**src/verilog/branch_pred_pkg.sv**
```systemverilog
// Shared types and helpers for the branch prediction unit.
// Holds the PC width, the PC and history-counter types and the
// saturating counter advance used by the update path.

package branch_pred_pkg;

  localparam int PC_WIDTH = 16;            // Instruction address width

  typedef logic [PC_WIDTH-1:0] pc_t;       // Instruction address / branch target

  // Two-bit history state, bit 1 set means predict taken
  typedef enum logic [1:0] {
    STRONG_NT = 2'd0,                      // Strongly not taken
    WEAK_NT   = 2'd1,                      // Weakly not taken
    WEAK_T    = 2'd2,                      // Weakly taken
    STRONG_T  = 2'd3                       // Strongly taken
  } counter_t;

  //////////////////////////////////////////////////
  // Saturating two-bit counter advance
  //////////////////////////////////////////////////
  function automatic counter_t next_counter(
    input counter_t cur,                   // State the branch was predicted with
    input logic     taken                  // Resolved outcome
  );
    counter_t nxt;
    unique case (cur)
      STRONG_NT: nxt = taken ? WEAK_NT  : STRONG_NT; // Floor at 0
      WEAK_NT:   nxt = taken ? WEAK_T   : STRONG_NT;
      WEAK_T:    nxt = taken ? STRONG_T : WEAK_NT;
      STRONG_T:  nxt = taken ? STRONG_T : WEAK_T;    // Ceiling at 3
    endcase
    return nxt;
  endfunction

endpackage

```
**src/verilog/pred_update_if.sv**
```systemverilog
// One table write from the update controller to the lookup tables.
// The ctrl side drives the strobes and entry fields, the tbl side
// consumes them at the next rising clock edge.

interface pred_update_if #(
  parameter int INDEX_BITS = 3             // Table index width
);

  logic                      bht_we;       // History table write strobe
  logic                      btb_we;       // Target buffer write strobe
  branch_pred_pkg::pc_t      pc;           // Branch PC, gives index and tag
  branch_pred_pkg::counter_t counter;      // New history state
  branch_pred_pkg::pc_t      target;       // New branch target

  // Index field has to fit below the PC MSB and leave a tag bit
  if (INDEX_BITS < 1 || INDEX_BITS > branch_pred_pkg::PC_WIDTH - 2) begin : g_bad_index
    $error("pred_update_if: INDEX_BITS out of range");
  end

  modport ctrl (
    output bht_we, btb_we, pc, counter, target
  );

  modport tbl (
    input bht_we, btb_we, pc, counter, target
  );

endinterface

```
**src/verilog/tagged_table.sv**
```systemverilog
// Direct-mapped table with valid bit, tag and payload per entry.
// Index is PC[INDEX_BITS:1], tag is the PC bits above it.
// Writes land on the clock edge, reads and tag compare are combinational.

module tagged_table #(
  parameter type payload_t  = branch_pred_pkg::pc_t, // Stored entry payload
  parameter int  INDEX_BITS = 3                      // log2 of entry count
) (
  input  logic                 clk,
  input  logic                 rst,
  input  logic                 we,       // Write strobe
  input  branch_pred_pkg::pc_t wr_pc,    // Write address
  input  payload_t             wr_data,  // Write payload
  input  branch_pred_pkg::pc_t rd_pc,    // Lookup address
  output payload_t             rd_data,  // Payload at lookup index
  output logic                 hit       // Valid entry with matching tag
);

  localparam int ENTRIES  = 1 << INDEX_BITS;
  localparam int TAG_BITS = branch_pred_pkg::PC_WIDTH - INDEX_BITS - 1;
  localparam int TAG_LSB  = INDEX_BITS + 1;  // PC bit 0 is below the index

  logic [ENTRIES-1:0]  valid;              // One valid bit per entry
  logic [TAG_BITS-1:0] tags [ENTRIES];     // Upper PC bits of the writer
  payload_t            data [ENTRIES];     // Entry payloads

  logic [INDEX_BITS-1:0] wr_idx;
  logic [INDEX_BITS-1:0] rd_idx;
  logic [TAG_BITS-1:0]   wr_tag;
  logic [TAG_BITS-1:0]   rd_tag;

  assign wr_idx = wr_pc[INDEX_BITS:1];
  assign rd_idx = rd_pc[INDEX_BITS:1];
  assign wr_tag = wr_pc[branch_pred_pkg::PC_WIDTH-1:TAG_LSB];
  assign rd_tag = rd_pc[branch_pred_pkg::PC_WIDTH-1:TAG_LSB];

  //////////////////////////////////////////////////
  // Entry storage
  //////////////////////////////////////////////////
  always_ff @(posedge clk) begin
    if (rst) begin
      valid <= '0;                         // All entries empty
      for (int i = 0; i < ENTRIES; i++) begin
        data[i] <= payload_t'(0);          // Counters to 0, targets to 0
      end
    end else if (we) begin
      valid[wr_idx] <= 1'b1;
      tags[wr_idx]  <= wr_tag;
      data[wr_idx]  <= wr_data;
    end
  end

  //////////////////////////////////////////////////
  // Lookup
  //////////////////////////////////////////////////
  assign rd_data = data[rd_idx];                               // Raw payload, no gating
  assign hit     = valid[rd_idx] && (tags[rd_idx] == rd_tag);  // Tag hit on a live entry

endmodule

```
**src/verilog/branch_update_ctrl.sv**
```systemverilog
// Decode-side update path of the branch predictor.
// Qualifies the resolution strobes with enable and presents one table
// write per cycle, carrying the advanced history counter.

module branch_update_ctrl #(
  parameter int INDEX_BITS = 3             // Table index width
) (
  input  logic                      enable,           // Predictor enable
  input  branch_pred_pkg::pc_t      if_id_pc,         // PC of the resolved branch
  input  branch_pred_pkg::counter_t if_id_prediction, // Counter it was predicted with
  input  logic                      wen_bht,          // Decode asks for history write
  input  logic                      wen_btb,          // Decode asks for target write
  input  logic                      actual_taken,     // Resolved outcome
  input  branch_pred_pkg::pc_t      actual_target,    // Resolved target
  pred_update_if.ctrl               upd               // Write port towards the tables
);

  // Same index range rule as the tables behind the interface
  if (INDEX_BITS < 1 || INDEX_BITS > branch_pred_pkg::PC_WIDTH - 2) begin : g_bad_index
    $error("branch_update_ctrl: INDEX_BITS out of range");
  end

  //////////////////////////////////////////////////
  // Write strobes
  //////////////////////////////////////////////////
  assign upd.bht_we = enable & wen_bht;    // No writes while disabled
  assign upd.btb_we = enable & wen_btb;

  //////////////////////////////////////////////////
  // Entry contents
  //////////////////////////////////////////////////
  assign upd.pc      = if_id_pc;           // Index and tag come from the branch PC
  assign upd.target  = actual_target;

  // Advance from the state used at fetch, not a fresh table read
  assign upd.counter = branch_pred_pkg::next_counter(if_id_prediction, actual_taken);

endmodule

```
**src/verilog/branch_lookup.sv**
```systemverilog
// Fetch-side lookup of the branch predictor.
// Holds the history table and the target buffer, takes their writes
// from the update interface and forms the three predictions for pc_curr.
// Outputs are gated by enable and by a write in flight to the same table.

module branch_lookup #(
  parameter int INDEX_BITS = 3             // Table index width
) (
  input  logic                      clk,
  input  logic                      rst,
  input  logic                      enable,           // Predictor enable
  input  branch_pred_pkg::pc_t      pc_curr,          // Fetch PC
  pred_update_if.tbl                upd,              // Writes from the update path
  output logic                      predicted_taken,  // Tag hit on a taken state
  output branch_pred_pkg::counter_t prediction,       // Stored history counter
  output branch_pred_pkg::pc_t      predicted_target  // Target on a buffer hit
);

  branch_pred_pkg::counter_t bht_data;     // Raw history entry
  logic                      bht_hit;
  branch_pred_pkg::pc_t      btb_data;     // Raw target entry
  logic                      btb_hit;
  logic                      bht_rd_ok;    // History outputs may show data
  logic                      btb_rd_ok;    // Target output may show data

  //////////////////////////////////////////////////
  // Branch history table
  //////////////////////////////////////////////////
  tagged_table #(
    .payload_t  (branch_pred_pkg::counter_t),
    .INDEX_BITS (INDEX_BITS)
  ) u_bht (
    .clk     (clk),
    .rst     (rst),
    .we      (upd.bht_we),
    .wr_pc   (upd.pc),
    .wr_data (upd.counter),
    .rd_pc   (pc_curr),
    .rd_data (bht_data),
    .hit     (bht_hit)
  );

  //////////////////////////////////////////////////
  // Branch target buffer
  //////////////////////////////////////////////////
  tagged_table #(
    .payload_t  (branch_pred_pkg::pc_t),
    .INDEX_BITS (INDEX_BITS)
  ) u_btb (
    .clk     (clk),
    .rst     (rst),
    .we      (upd.btb_we),
    .wr_pc   (upd.pc),
    .wr_data (upd.target),
    .rd_pc   (pc_curr),
    .rd_data (btb_data),
    .hit     (btb_hit)
  );

  //////////////////////////////////////////////////
  // Prediction outputs
  //////////////////////////////////////////////////
  assign bht_rd_ok = enable & ~upd.bht_we; // Hide history while it is being written
  assign btb_rd_ok = enable & ~upd.btb_we; // Same for the target buffer

  // Counter is shown even on a tag miss, only the taken bit needs the hit
  assign prediction = bht_rd_ok ? bht_data : branch_pred_pkg::STRONG_NT;

  assign predicted_taken = bht_rd_ok & bht_hit & bht_data[1]; // Bit 1 is the taken half

  assign predicted_target = (btb_rd_ok && btb_hit) ? btb_data : '0;

endmodule

```
**src/verilog/branch_predictor.sv**
```systemverilog
// Top level of the branch prediction unit.
// Fetch presents pc_curr and gets a same-cycle prediction, decode
// returns the resolved branch and the tables update on the next edge.

module branch_predictor #(
  parameter int INDEX_BITS = 3             // Table index width, 8 entries by default
) (
  input  logic                      clk,
  input  logic                      rst,
  input  logic                      enable,           // Predictor enable
  input  branch_pred_pkg::pc_t      pc_curr,          // Fetch PC
  input  branch_pred_pkg::pc_t      if_id_pc,         // Resolved branch PC
  input  branch_pred_pkg::counter_t if_id_prediction, // Counter used at fetch
  input  logic                      wen_bht,          // History write request
  input  logic                      wen_btb,          // Target write request
  input  logic                      actual_taken,     // Resolved outcome
  input  branch_pred_pkg::pc_t      actual_target,    // Resolved target
  output logic                      predicted_taken,
  output branch_pred_pkg::counter_t prediction,
  output branch_pred_pkg::pc_t      predicted_target
);

  pred_update_if #(.INDEX_BITS(INDEX_BITS)) upd_if (); // Update path to the tables

  //////////////////////////////////////////////////
  // Decode-side update
  //////////////////////////////////////////////////
  branch_update_ctrl #(
    .INDEX_BITS (INDEX_BITS)
  ) u_update_ctrl (
    .enable           (enable),
    .if_id_pc         (if_id_pc),
    .if_id_prediction (if_id_prediction),
    .wen_bht          (wen_bht),
    .wen_btb          (wen_btb),
    .actual_taken     (actual_taken),
    .actual_target    (actual_target),
    .upd              (upd_if.ctrl)
  );

  //////////////////////////////////////////////////
  // Fetch-side lookup
  //////////////////////////////////////////////////
  branch_lookup #(
    .INDEX_BITS (INDEX_BITS)
  ) u_lookup (
    .clk              (clk),
    .rst              (rst),
    .enable           (enable),
    .pc_curr          (pc_curr),
    .upd              (upd_if.tbl),
    .predicted_taken  (predicted_taken),
    .prediction       (prediction),
    .predicted_target (predicted_target)
  );

endmodule

```
**config.mk**
```make
export PLATFORM = sky130hd
export DESIGN_NAME = branch_predictor
export DESIGN_NICKNAME = d
export VERILOG_FILES = /design/src/verilog/branch_pred_pkg.sv /design/src/verilog/pred_update_if.sv /design/src/verilog/tagged_table.sv /design/src/verilog/branch_update_ctrl.sv /design/src/verilog/branch_lookup.sv /design/src/verilog/branch_predictor.sv
export SDC_FILE = /design/constraint.sdc
export NUM_CORES = 1
export LEC_CHECK = 0
export ABC_AREA = 1
export BUFFER_PORTS_ARGS = -buffer_cell sky130_fd_sc_hd__buf_4
export CAP_MARGIN = 5
export CELL_PAD_IN_SITES_DETAIL_PLACEMENT = 2
export CELL_PAD_IN_SITES_GLOBAL_PLACEMENT = 2
export CORE_MARGIN = 1.5
export CORE_UTILIZATION = 40
export CTS_CLUSTER_SIZE = 8
export DETAILED_ROUTE_END_ITERATION = 8
export GPL_TIMING_DRIVEN = 0
export PLACE_DENSITY = 0.85
export SYNTH_ARGS = -nofsm -noshare
export SYNTH_HDL_FRONTEND = slang
export SYNTH_HIERARCHICAL = 1
export SYNTH_SLANG_ARGS = --single-unit
export TNS_END_PERCENT = 10
```
**constraint.sdc**
```tcl
create_clock -name clk -period 3.03 [get_ports clk]
set_input_delay 0.606 -clock clk [delete_from_list [all_inputs] [get_ports clk]]
set_output_delay 0.606 -clock clk [all_outputs]
set_load 0.01 [all_outputs]
```
Word-level counts from Yosys, hierarchy flattened

Memories as Yosys holds them, arrays and structs flattened.
Index checks and enable logic that the tools add are counted.

Magnitude comparators: 3
Equality and inequality tests: 5
Multiplexer cells: 27
Bitwise operators: 10
Reductions and logical operators: 7

Operators by type and width:

| cell                 | number |
|---|---|
| $mux W16             | 2 |
| $eq A12 B12 Y1       | 2 |
| $or A8 B8 Y8         | 2 |
| $reduce_or A16 Y1    | 1 |
| $mux W1              | 15 |
| $lt A3 B4 Y1 const B | 2 |
| $mux W2              | 4 |
| $pmux W2 S4          | 1 |
| $and A1 B1 Y1        | 6 |
| $bmux W1 S3          | 2 |
| $mux W3              | 2 |
| $eq A2 B2 Y1 const B | 2 |
| $logic_and A1 B1 Y1  | 4 |
| $demux W1 S3         | 1 |
| $ge A3 B1 Y1 const B | 1 |
| $eq A2 B1 Y1 const B | 1 |
| $logic_not A2 Y1     | 1 |
| $not A1 Y1           | 2 |
| $reduce_or A2 Y1     | 1 |

Register bits after elaboration: 16
Memory bits (writable): 336
Output and inout bits: 19
Logic and storage cells: 58
Memories kept: 4

Memory list:

| name                | words | bits a word | read ports | clocked after memory_dff | write ports | line               | RTL |
|---|---|---|---|---|---|---|---|
| u_lookup.u_btb.data | 8     | 16          | 1          | 0                        | 8           | tagged_table.sv:25 | `payload_t data [ENTRIES];` |
| u_lookup.u_bht.tags | 8     | 12          | 1          | 0                        | 1           | tagged_table.sv:24 | `logic [TAG_BITS-1:0] tags [ENTRIES];` |
| u_lookup.u_btb.tags | 8     | 12          | 1          | 0                        | 1           | tagged_table.sv:24 |  |
| u_lookup.u_bht.data | 8     | 2           | 1          | 0                        | 8           | tagged_table.sv:25 |  |

Logic depth before layout (Yosys ltp)

Gate-level depths: netlist of run 1.

Depth after elaboration: 6
Mapped depth: 17
Depth with buffers taken out: 14

By module

The synthesis of run 1 kept the hierarchy.

By module, submodules not included:

| module                        | instances | cells each | area each (um^2) |
|---|---|---|---|
| tagged_table (u_lookup.u_btb) | 1         | 1013       | 10234.8 |
| tagged_table (u_lookup.u_bht) | 1         | 574        | 5390.2 |
| branch_update_ctrl            | 1         | 41         | 276.5 |
| branch_lookup                 | 1         | 43         | 214.0 |

Worst setup path before layout of run 1

No wires, ideal clock.

Kind: input port to flip-flop
Start point: in wen_btb
End point: mem u_lookup/u_btb/data[0][0] (netlist name), enable pin
Setup time: 0.372 ns
Data arrival time: 2.474 ns
Required time: 2.658 ns
Setup slack: 0.185 ns
Cell stages on the path: 9
Buffers on the path: 1
Cell sequence: nand2_1 inv_1 nand2_1 nor2_1 inv_1 nor2_1 clkinv_1 buf_2 nand2_1

RTL lines:

| what               | line                   | RTL |
|---|---|---|
| start: declaration | branch_predictor.sv:15 | `input logic wen_btb,` |
| end: declaration   | tagged_table.sv:25     |  |

Worst setup path after layout of run 1

Start point: in pc_curr[1]
End point: out predicted_target[13]

Word-level cells in the longest chain between the ends: 5
Elaborated cells between the ends (all ways): 8
Those cells by class: 1 x eq/ne; 3 x mux; 2 x reduce/logical; 2 x memory

Ends and longest elaborated chain:

| what                                                 | line                   | RTL |
|---|---|---|
| start: declaration                                   | branch_predictor.sv:11 | `input branch_pred_pkg::pc_t pc_curr,` |
| $mem_v2 Z8 W12 / $bmux W1 S3 (equally long branches) | n/a                    |  |
| $eq A12 B12 Y1 / $mux W1 (equally long branches)     | tagged_table.sv:57     | `assign hit = valid[rd_idx] && (tags[rd_idx] == rd_tag);` |
| $logic_and A1 B1 Y1 *                                | tagged_table.sv:57     |  |
| net u_lookup.btb_hit                                 | branch_lookup.sv:22    | `logic btb_hit;` |
| $logic_and A1 B1 Y1 *                                | branch_lookup.sv:71    | `assign predicted_target = (btb_rd_ok && btb_hit) ? btb_data : '0;` |
| $mux W16 *                                           | branch_lookup.sv:71    |  |
| end: declaration                                     | branch_predictor.sv:20 | `output branch_pred_pkg::pc_t predicted_target` |

The timed path passes the listed nets; every way through them passes the cells marked *. The select of a mux whose other input is x is not followed.

==> results of run 1 <==
cell type report:
class                      instances  area, µm²
timing repair inverter             1       16.3
buffer                           105        891
fill                            4081      20300
sequential                       352      10400
tap                              525        657
clock inverter                     1       16.3
multi-input combinational        990       4550
inverter                         223        865
timing repair buffer              62        694
clock buffer                      70       1330
worst min-delay path by stage:
stage / slack, ns / cells past startpoint / endpoint / start
2_1_floorplan: 0.43 / 2 / u_lookup/u_bht/valid[1] / u_lookup/u_bht/valid[1]
3_3_place_gp: 0.44 / 2 / u_lookup/u_bht/valid[1] / u_lookup/u_bht/valid[1]
5_1_grt: 0.33 / 2 / u_lookup/u_btb/valid[6] / rst
4_1_cts: 0.29 / 2 / u_lookup/u_btb/valid[6] / rst
6_report: 0.32 / 2 / u_lookup/u_btb/valid[6] / rst
3_5_place_dp: 0.45 / 2 / u_lookup/u_bht/valid[1] / u_lookup/u_bht/valid[1]
state kept, by name, summed over array words and instances, names as in the netlist:
name,cells
u_lookup/u_btb/data,128
u_lookup/u_bht/valid,8
u_lookup/u_btb/valid,8
u_lookup/u_bht/data,16
u_lookup/u_btb/tags,96
u_lookup/u_bht/tags,96
power groups by stage:
stage / registers, mW / logic (mW) / clock network, mW
after floorplan: 5.60 / 0.545 / 0
after global placement: 5.61 / 0.844 / 0
after detailed placement: 5.63 / 0.911 / 0
after CTS: 5.53 / 0.974 / 5.18
after global routing: 5.55 / 1.15 / 5.37
final: 5.54 / 1.09 / 5.14
repair_timing:
action	CTS	global route
setup buffers	3	2
resized for setup	69	112
endpoints found under the setup margin	72	49
cloned	2	5
pin swaps	7	34
per-stage QoR:
stage / utilization / area (µm²)
final: 0.489 / 19400
after global routing: 0.489 / 19400
after CTS: 0.475 / 18900
after detailed placement: 0.434 / 17200
after global placement: 0.430 / 17100
after floorplan: - / 16100
routing by layer:
metal | routed length (µm) | up-vias | GRT usage
li1 | - | 5611 | -
met1 | 24500 | 6711 | 0.344
met2 | 33300 | 566 | 0.530
met3 | 3860 | 183 | 0.0508
met4 | 3050 | 0 | 0.164
met5 | 0 | - | 0
==> impl_metrics.env, run 1 <==
export IMPL_status="finished, violations left"
export IMPL_violations="negative setup slack"
export IMPL_dp_cells=2246
export IMPL_ioPinCount=75
export IMPL_drv_slew=0
export IMPL_cts_buffers_inserted=49
export IMPL_r2r_cells=2
export IMPL_leakagePower_nw=8.08
export IMPL_path_class="in -> out"
export IMPL_die_h_um=204
export IMPL_clock_fmax_ghz=0.292
export IMPL_fin_nets=1840
export IMPL_cp_common_cell="nand2_1"
export IMPL_synth_cells=1670
export IMPL_r2r_start="u_lookup/u_btb/valid[5]"
export IMPL_setup_violations=17
export IMPL_critPathTopFamily="simple AND/OR/NAND/NOR gates"
export IMPL_grt_max_degree=17
export IMPL_fin_setup_tns_ns=-6.03
export IMPL_hold_violations=0
export IMPL_peakVddDrop_mv=0.559
export IMPL_num_vias=13100
export IMPL_cts_tree="built"
export IMPL_port_buffers=41
export IMPL_post_place_ws_ns=-1.12
export IMPL_switchingPower_mw=2.98
export IMPL_die_w_um=204
export IMPL_syn_nets=1726
export IMPL_seq_power_share=0.471
export IMPL_worst_slack_ns=-0.392
export IMPL_hold_path_class="in -> reg"
export IMPL_antenna_found_initial=0
export IMPL_total_power_mw=11.8
export IMPL_final_common_cell="edfxtp_1"
export IMPL_worstPathRequired_ns=2.42
export IMPL_via_per_inst=5.61
export IMPL_grt_overflow_total=0
export IMPL_first_iter_violations=1119
export IMPL_maxSlewHeadroom=0.296
export IMPL_core_region_area_um2=39700
export IMPL_slowest_stage="buf_12"
export IMPL_start_util=0.405
export IMPL_synth_area_um2=16100
export IMPL_route_detailed_drc=0
export IMPL_path_cells="buf_12, buf_16, clkinv_16, buf_12, nand2_1, nand2_1, nand2_1, nand3_2, nand2_1, nand2_1, nand2_1, nor2_1, nand3_2, nor2_4, nand3_4, buf_12, nor2_4, buf_6"
export IMPL_power_density_nw_per_um2=606
export IMPL_ys_warn_count=6
export IMPL_worst_ep_arrival_time_ns=2.82
export IMPL_cp_start_kind="input port"
export IMPL_area_delta_synth_final_pct=20.6
export IMPL_drive_above_1_share=0.175
export IMPL_internal_power_mw=8.78
export IMPL_p_sw_frac=0.254
export IMPL_ant_nets=0
export IMPL_dr_pass1_iters=5
export IMPL_cp_num_cells=18
export IMPL_comb_power_share=0.093
export IMPL_diodes=0
export IMPL_tightest_slew_ns=1.06
export IMPL_r2r_end="u_lookup/u_btb/valid[5]"
export IMPL_grtUsageTotal=0.300
export IMPL_timing_hold_ws_ns=0.317
export IMPL_hold_buffers=0
export IMPL_wire_per_inst_um=27.8
export IMPL_maxCapViolCount=0
export IMPL_layout_cells_non_filler=2329
export IMPL_clock_sinks=352
export IMPL_max_stage_delay_ns=0.21
export IMPL_setup_worst_path_end="predicted_target[13]"
export IMPL_fin_worst_skew_ns=0
export IMPL_clk_pin_slew_ns=0.05
export IMPL_rsz0062_at_grt="yes"
export IMPL_period_share=1.13
export IMPL_crit_buf_inv=6
export IMPL_cp_max_fo=6
export IMPL_regToRegSetupSlack_ns=2.37
export IMPL_end_kind="output pin"
export IMPL_grt_pass1_wl_um=90300
export IMPL_syn_avg_cell_area_um2=9.65
export IMPL_power_frac_clock=0.437
export IMPL_clock_latency_ns=0.58
export IMPL_wirelength_um=64700
export IMPL_grt_pass1_vias=14500
export IMPL_final_cell_mix="edfxtp_1 (336), nand2_1 (327), nor2_1 (322)"
export IMPL_num_rows=73
export IMPL_htreeDepth=2
export IMPL_finalCriticalPeriod_ns=3.42
export IMPL_worstSetupStartpoint="pc_curr[1]"
export IMPL_cts_buffer_depth=3
export IMPL_cts_root_buf="clkbuf_16"
export IMPL_gp_congestion=0.786
export IMPL_hpwl_um=39200
export IMPL_die_area_um2=41500
No activity file was read; power rests on OpenSTA's default activity.
==> run 2, diff against run 1 <==
--- a/config.mk
+++ b/config.mk
@@ -16,4 +16,5 @@
 export DETAILED_ROUTE_END_ITERATION = 8
 export GPL_TIMING_DRIVEN = 0
+export MAX_ROUTING_LAYER = met4
 export PLACE_DENSITY = 0.85
 export SYNTH_ARGS = -nofsm -noshare
==> constraint.sdc (replaced) <==
create_clock -name clk -period 3.03 [get_ports clk]
set_input_delay 0.1515 -clock clk [delete_from_list [all_inputs] [get_ports clk]]
set_output_delay 0.1515 -clock clk [all_outputs]
set_load 0.01 [all_outputs]
==> run 2 against run 1 <==
Against the previous run: the flow now finishes without violations; die area is the same; clock power is 0.8% lower; critical path depth shrank 3; clock-buffer cell count is the same; total power shrank 1.4%; register-to-register slack got worse by 0.53 ns; largest power group unchanged.
==> impl_metrics.env, run 2 (synthesized netlist as in run 1, its figures left out) <==
export IMPL_end_kind="output pin"
export IMPL_num_rows=73
export IMPL_maxCapViolCount=0
export IMPL_finalCriticalPeriod_ns=2.89
export IMPL_multi_input_area_um2=4230
export IMPL_diodes=0
export IMPL_worst_slack_ns=0.136
export IMPL_final_common_cell="nand2_1"
export IMPL_clock_latency_ns=0.57
export IMPL_start_util=0.405
export IMPL_htreeDepth=2
export IMPL_ant_nets=0
export IMPL_ioPinCount=75
export IMPL_regArea_um2=10400
export IMPL_hold_start="actual_target[6]"
export IMPL_port_buffers=41
export IMPL_hpwl_um=39200
export IMPL_final_cell_mix="nand2_1 (359), edfxtp_1 (336), nor2_1 (335)"
export IMPL_fin_nets=1846
export IMPL_cp_max_fo=10
export IMPL_whs_endpoint="u_lookup/u_btb/data[0][6]"
export IMPL_worst_ep_arrival_time_ns=2.74
export IMPL_drive_above_1_share=0.124
export IMPL_worstPathRequired_ns=2.88
export IMPL_leakagePower_nw=7.86
export IMPL_core_region_area_um2=39700
export IMPL_clock_sinks=352
export IMPL_cts_tree="built"
export IMPL_die_area_um2=41500
export IMPL_cts_buffers_inserted=49
export IMPL_drv_slew=0
export IMPL_via_per_inst=5.50
export IMPL_top_regs="u_lookup/u_btb/data: 128 flops, u_lookup/u_bht/tags: 96 flops, u_lookup/u_btb/tags: 96 flops"
export IMPL_fin_worst_skew_ns=0
export IMPL_peakVddDrop_mv=0.541
export IMPL_layout_cells_non_filler=2335
export IMPL_clk_pin_slew_ns=0.05
export IMPL_hold_path_class="in -> reg"
export IMPL_status="finished clean"
export IMPL_gp_congestion=0.797
export IMPL_antenna_found_initial=0
export IMPL_first_iter_violations=1011
export IMPL_area_delta_synth_final_pct=16.6
export IMPL_clock_fmax_ghz=0.346
export IMPL_grt_max_degree=17
export IMPL_post_place_ws_ns=-0.670
export IMPL_die_h_um=204
export IMPL_r2r_start="u_lookup/u_btb/valid[2]"
export IMPL_grt_overflow_total=0
export IMPL_dp_cells=2246
export IMPL_largest_reg_flops=128
export IMPL_fillers=4179
export IMPL_num_vias=12800
export IMPL_power_density_nw_per_um2=618
export IMPL_cts_setup_buffers=0
export IMPL_wirelength_um=60400
export IMPL_grt_pass1_wl_um=89700
export IMPL_r2r_cells=3
export IMPL_regToRegSetupSlack_ns=1.84
export IMPL_hold_violations=0
export IMPL_path_class="reg -> out"
export IMPL_die_w_um=204
export IMPL_rsz0062_at_grt="yes"
export IMPL_cts_root_buf="clkbuf_16"
export IMPL_min_delay_path_depth=3
export IMPL_setup_violations=0
export IMPL_dr_pass1_iters=5
export IMPL_period_share=0.955
export IMPL_tightest_slew_ns=1.09
export IMPL_cts_buffer_depth=3
export IMPL_route_detailed_drc=0
export IMPL_r2r_end="u_lookup/u_btb/valid[2]"
export IMPL_grt_pass1_vias=14500
export IMPL_maxSlewHeadroom=0.274
export IMPL_cp_start_kind="flip-flop"
export IMPL_wire_per_inst_um=25.9
export IMPL_grtUsageTotal=0.304
export IMPL_regMostFlops="u_lookup/u_btb/data"
run 2: worst max-delay path, cell delays in order, from the launching register on:
cell and delay, ns:
edfxtp_1 0.39, inv_1 0.10, nand2_1 0.07, nand2_1 0.08, nand3_1 0.13, nand2_1 0.13
nand2_1 0.08, nand2_1 0.07, nand2_1 0.05, nor2_1 0.09, nand2_1 0.14, nor2_4 0.18
nand3_4 0.17, buf_6 0.21, nor2_2 0.12, buf_4 0.14
run 2: timing repair:
action / 4_1_cts / 5_1_grt
hold buffers: 18 / 0
endpoints found under the setup margin: 16 / 26
resized for setup: 1 / 3
hold endpoints to repair: 199 / 0
pin swaps: 0 / 0
run 2: worst max-delay path by stage:
stage | start | endpoint | slack (ns) | depth (start not counted)
floorplan | wen_btb | u_lookup/u_btb/data[0][0] | 0.64 | 9
global placement | enable | u_lookup/u_btb/data[2][2] | -1.04 | 10
detailed placement | enable | u_lookup/u_btb/data[2][15] | -0.67 | 10
CTS | u_lookup/u_btb/tags[0][4] | predicted_target[9] | 0.05 | 15
global route | u_lookup/u_btb/tags[0][4] | predicted_target[13] | -0.007 | 15
finish | u_lookup/u_btb/tags[1][4] | predicted_target[9] | 0.14 | 15
run 2: where the power goes:
part           switching (mW)  internal (mW)
Combinational           0.701          0.268
Clock                    2.12           2.98
Sequential             0.0531           5.48
run 2: routing by layer:
metal  global-route usage  part of all wire
met5                    -                 0
met4                0.134             0.040
met2                0.540              0.52
met1                0.343              0.39
met3               0.0377             0.052
run 2: final cells by class:
type,count,share of cell area
clock inverter,1,0.000866
timing repair buffer,69,0.0330
inverter,223,0.0448
tap,525,0.0350
multi-input combinational,990,0.225
clock buffer,70,0.0706
sequential,352,0.554
buffer,105,0.0364
run 2: per-stage QoR:
stage | TNS (ns) | utilization | instance area [µm²] | total power, mW | hold slack (ns)
2_1_floorplan | 0 | - | 16100 | 6.15 | 0.252
3_3_place_gp | -104.58 | 0.430 | 17100 | 6.45 | 0.439
3_5_place_dp | -23.19 | 0.434 | 17200 | 6.54 | 0.451
4_1_cts | 0 | 0.472 | 18800 | 11.7 | 0.0158
5_1_grt | -0.00695 | 0.473 | 18800 | 11.9 | 0.0504
6_report | 0 | 0.473 | 18800 | 11.6 | 0.0297
==> run 3, diff against run 2 <==
REMOVE_ABC_BUFFERS = 1   (was unset)
==> run 3 against run 2 <==
Against the previous run: cell count fell by 2.2%; flip-flop and latch count did not move; die area did not move; final area fell by 0.33%; register-to-register slack improved by 0.57 ns; sequential share of layout area rose by 0.19 points; core utilization fell by 0.16 points; worst setup slack got worse by 0.068 ns; clock power rose by 3%; total power rose by 0.72%; critical path depth rose by 2; maximum frequency fell by 2.3%; critical endpoint is now predicted_target[12].
==> impl_metrics.env, run 3 (synthesized netlist as in run 1, its figures left out) <==
export IMPL_end_kind="output pin"
export IMPL_wl_met2_um=29800
export IMPL_die_area_um2=41500
export IMPL_internal_power_mw=8.88
export IMPL_p_sw_frac=0.240
export IMPL_clk_pin_slew_ns=0.05
export IMPL_maxSlewHeadroom=0.251
export IMPL_setup_violations=0
export IMPL_core_region_area_um2=39700
export IMPL_cts_buffers_inserted=50
export IMPL_routed_top_layer="met4"
export IMPL_wire_per_inst_um=24.4
export IMPL_die_h_um=204
export IMPL_maxCapViolCount=0
export IMPL_cp_start_kind="input port"
export IMPL_min_delay_path_depth=3
export IMPL_wirelength_um=55700
export IMPL_r2r_end="u_lookup/u_btb/valid[4]"
export IMPL_fin_worst_skew_ns=0
export IMPL_timing_hold_ws_ns=0.0240
export IMPL_grtUsageTotal=0.282
export IMPL_antenna_found_initial=0
export IMPL_comb_power_share=0.077
export IMPL_worst_ep_arrival_time_ns=2.81
export IMPL_r2r_cells=2
export IMPL_grt_pass1_vias=14200
export IMPL_total_power_mw=11.7
export IMPL_tightest_slew_ns=1.12
export IMPL_status="finished clean"
export IMPL_hold_start="actual_target[1]"
export IMPL_clock_latency_ns=0.57
export IMPL_drive_above_1_share=0.109
export IMPL_drv_slew=0
export IMPL_route_detailed_drc=0
export IMPL_final_common_cell="nand2_1"
export IMPL_clock_fmax_ghz=0.338
export IMPL_peakVddDrop_mv=0.498
export IMPL_num_vias=12300
export IMPL_clock_sinks=352
export IMPL_start_util=0.405
export IMPL_final_core_util=0.471
export IMPL_met3_length_um=2190
export IMPL_switchingPower_mw=2.81
export IMPL_area_delta_synth_final_pct=16.2
export IMPL_wl_met1_um=21700
export IMPL_hold_violations=0
export IMPL_post_place_ws_ns=-1.53
export IMPL_seq_power_share=0.473
export IMPL_largest_reg_flops=128
export IMPL_finalCriticalPeriod_ns=2.96
export IMPL_fin_nets=1791
export IMPL_regToRegSetupSlack_ns=2.41
export IMPL_path_class="in -> out"
export IMPL_final_cell_mix="nand2_1 (355), edfxtp_1 (336), nor2_1 (334)"
export IMPL_grt_overflow_total=0
export IMPL_first_iter_violations=747
export IMPL_hpwl_um=30300
export IMPL_cts_tree="built"
export IMPL_cts_buffer_depth=3
export IMPL_period_share=0.978
export IMPL_rsz0062_at_grt="yes"
export IMPL_via_per_inst=5.36
export IMPL_num_rows=73
export IMPL_dr_pass1_iters=5
export IMPL_gp_congestion=0.716
export IMPL_ioPinCount=75
export IMPL_grt_pass1_wl_um=83900
export IMPL_leakagePower_nw=7.76
export IMPL_die_w_um=204
export IMPL_worstPathRequired_ns=2.88
export IMPL_hold_path_class="in -> reg"
export IMPL_r2r_start="u_lookup/u_btb/valid[4]"
export IMPL_power_frac_clock=0.450
export IMPL_grt_max_degree=110
export IMPL_htreeDepth=2
export IMPL_regMostFlops="u_lookup/u_btb/data"
export IMPL_whs_endpoint="u_lookup/u_btb/data[0][1]"
export IMPL_power_density_nw_per_um2=625
export IMPL_ant_nets=0
export IMPL_cts_root_buf="clkbuf_16"
export IMPL_top_regs="u_lookup/u_btb/data: 128 flops, u_lookup/u_bht/tags: 96 flops, u_lookup/u_btb/tags: 96 flops"
export IMPL_port_buffers=72
export IMPL_worst_slack_ns=0.0677
export IMPL_cp_max_fo=109
==> run 3: changes by cell type in the layout (fill, tap and decap cells not counted), moves of 3 or more <==
cell	change
buf_6	-17
nand2_1	-4
buf_1	-3
clkbuf_1	-16
clkbuf_16	+3
buf_2	-30
buf_4	-9
nand2_2	+4
buf_12	+3
dlygate4sd3_1	+10
nor2_2	+3
==> run 3: worst max-delay path by stage <==
stage / startpoint / to / slack (ns) / cells after the start
CTS: pc_curr[2] / predicted_taken / -0.10 / 12
global route: pc_curr[1] / predicted_target[12] / -0.05 / 17
detailed placement: pc_curr[2] / predicted_target[2] / -1.53 / 14
finish: pc_curr[1] / predicted_target[12] / 0.07 / 17
floorplan: rst / u_lookup/u_btb/data[2][0] / 0.53 / 7
global placement: pc_curr[1] / predicted_target[2] / -1.91 / 14
==> run 3: metal layers <==
layer	up-vias	GRT usage
li1	5507	-
met1	6292	0.309
met2	315	0.514
met3	137	0.0401
met4	0	0.110
met5	-	-
==> run 3: critical path, cell delays in order <==
cell and delay [ns]:
buf_16 0.22, buf_16 0.26, inv_16 0.13, nand2_1 0.21, nand2_1 0.08, nand2_1 0.07
nand3_1 0.13, nand3_1 0.13, nand2_1 0.05, nor2_1 0.19, nand3_1 0.17, nor2_4 0.18
nand3_4 0.08, buf_12 0.15, buf_4 0.16, nor2_2 0.09, buf_4 0.13
==> run 3: through the flow <==
step,area [µm²],std cells,TNS (ns)
floorplan,15400,1565,0
global placement,16600,2162,-233.90
CTS,18700,2282,-0.100
detailed placement,16800,2172,-79.58
global route,18700,2283,-0.286
finish,18700,2284,0
==> run 3: power by group through the flow <==
stage / Combinational (mW) / Clock (mW) / Sequential, mW
finish: 0.900 / 5.26 / 5.53
detailed placement: 0.817 / 0 / 5.62
CTS: 0.896 / 5.34 / 5.53
global route: 0.983 / 5.50 / 5.54
floorplan: 0.411 / 0 / 5.60
global placement: 0.752 / 0 / 5.61
==> run 3: final cells by class <==
type,count,area (µm²)
Timing Repair Buffer,117,1130
Fill cell,4151,21000
Timing Repair inverter,1,7.51
Inverter,223,870
Multi-Input combinational cell,990,4230
Sequential cell,352,10400
Antenna cell,1,2.50
Clock buffer,74,1410
Tap cell,525,657
Clock inverter,1,8.76
==> run 3: timing repair <==
item	4_1_cts	5_1_grt
endpoints found under the setup margin	63	16
hold buffers	28	0
hold endpoints to repair	252	0
cloned	3	0
buffers inserted	4	1
pin swaps	1	1
resized for setup	19	5
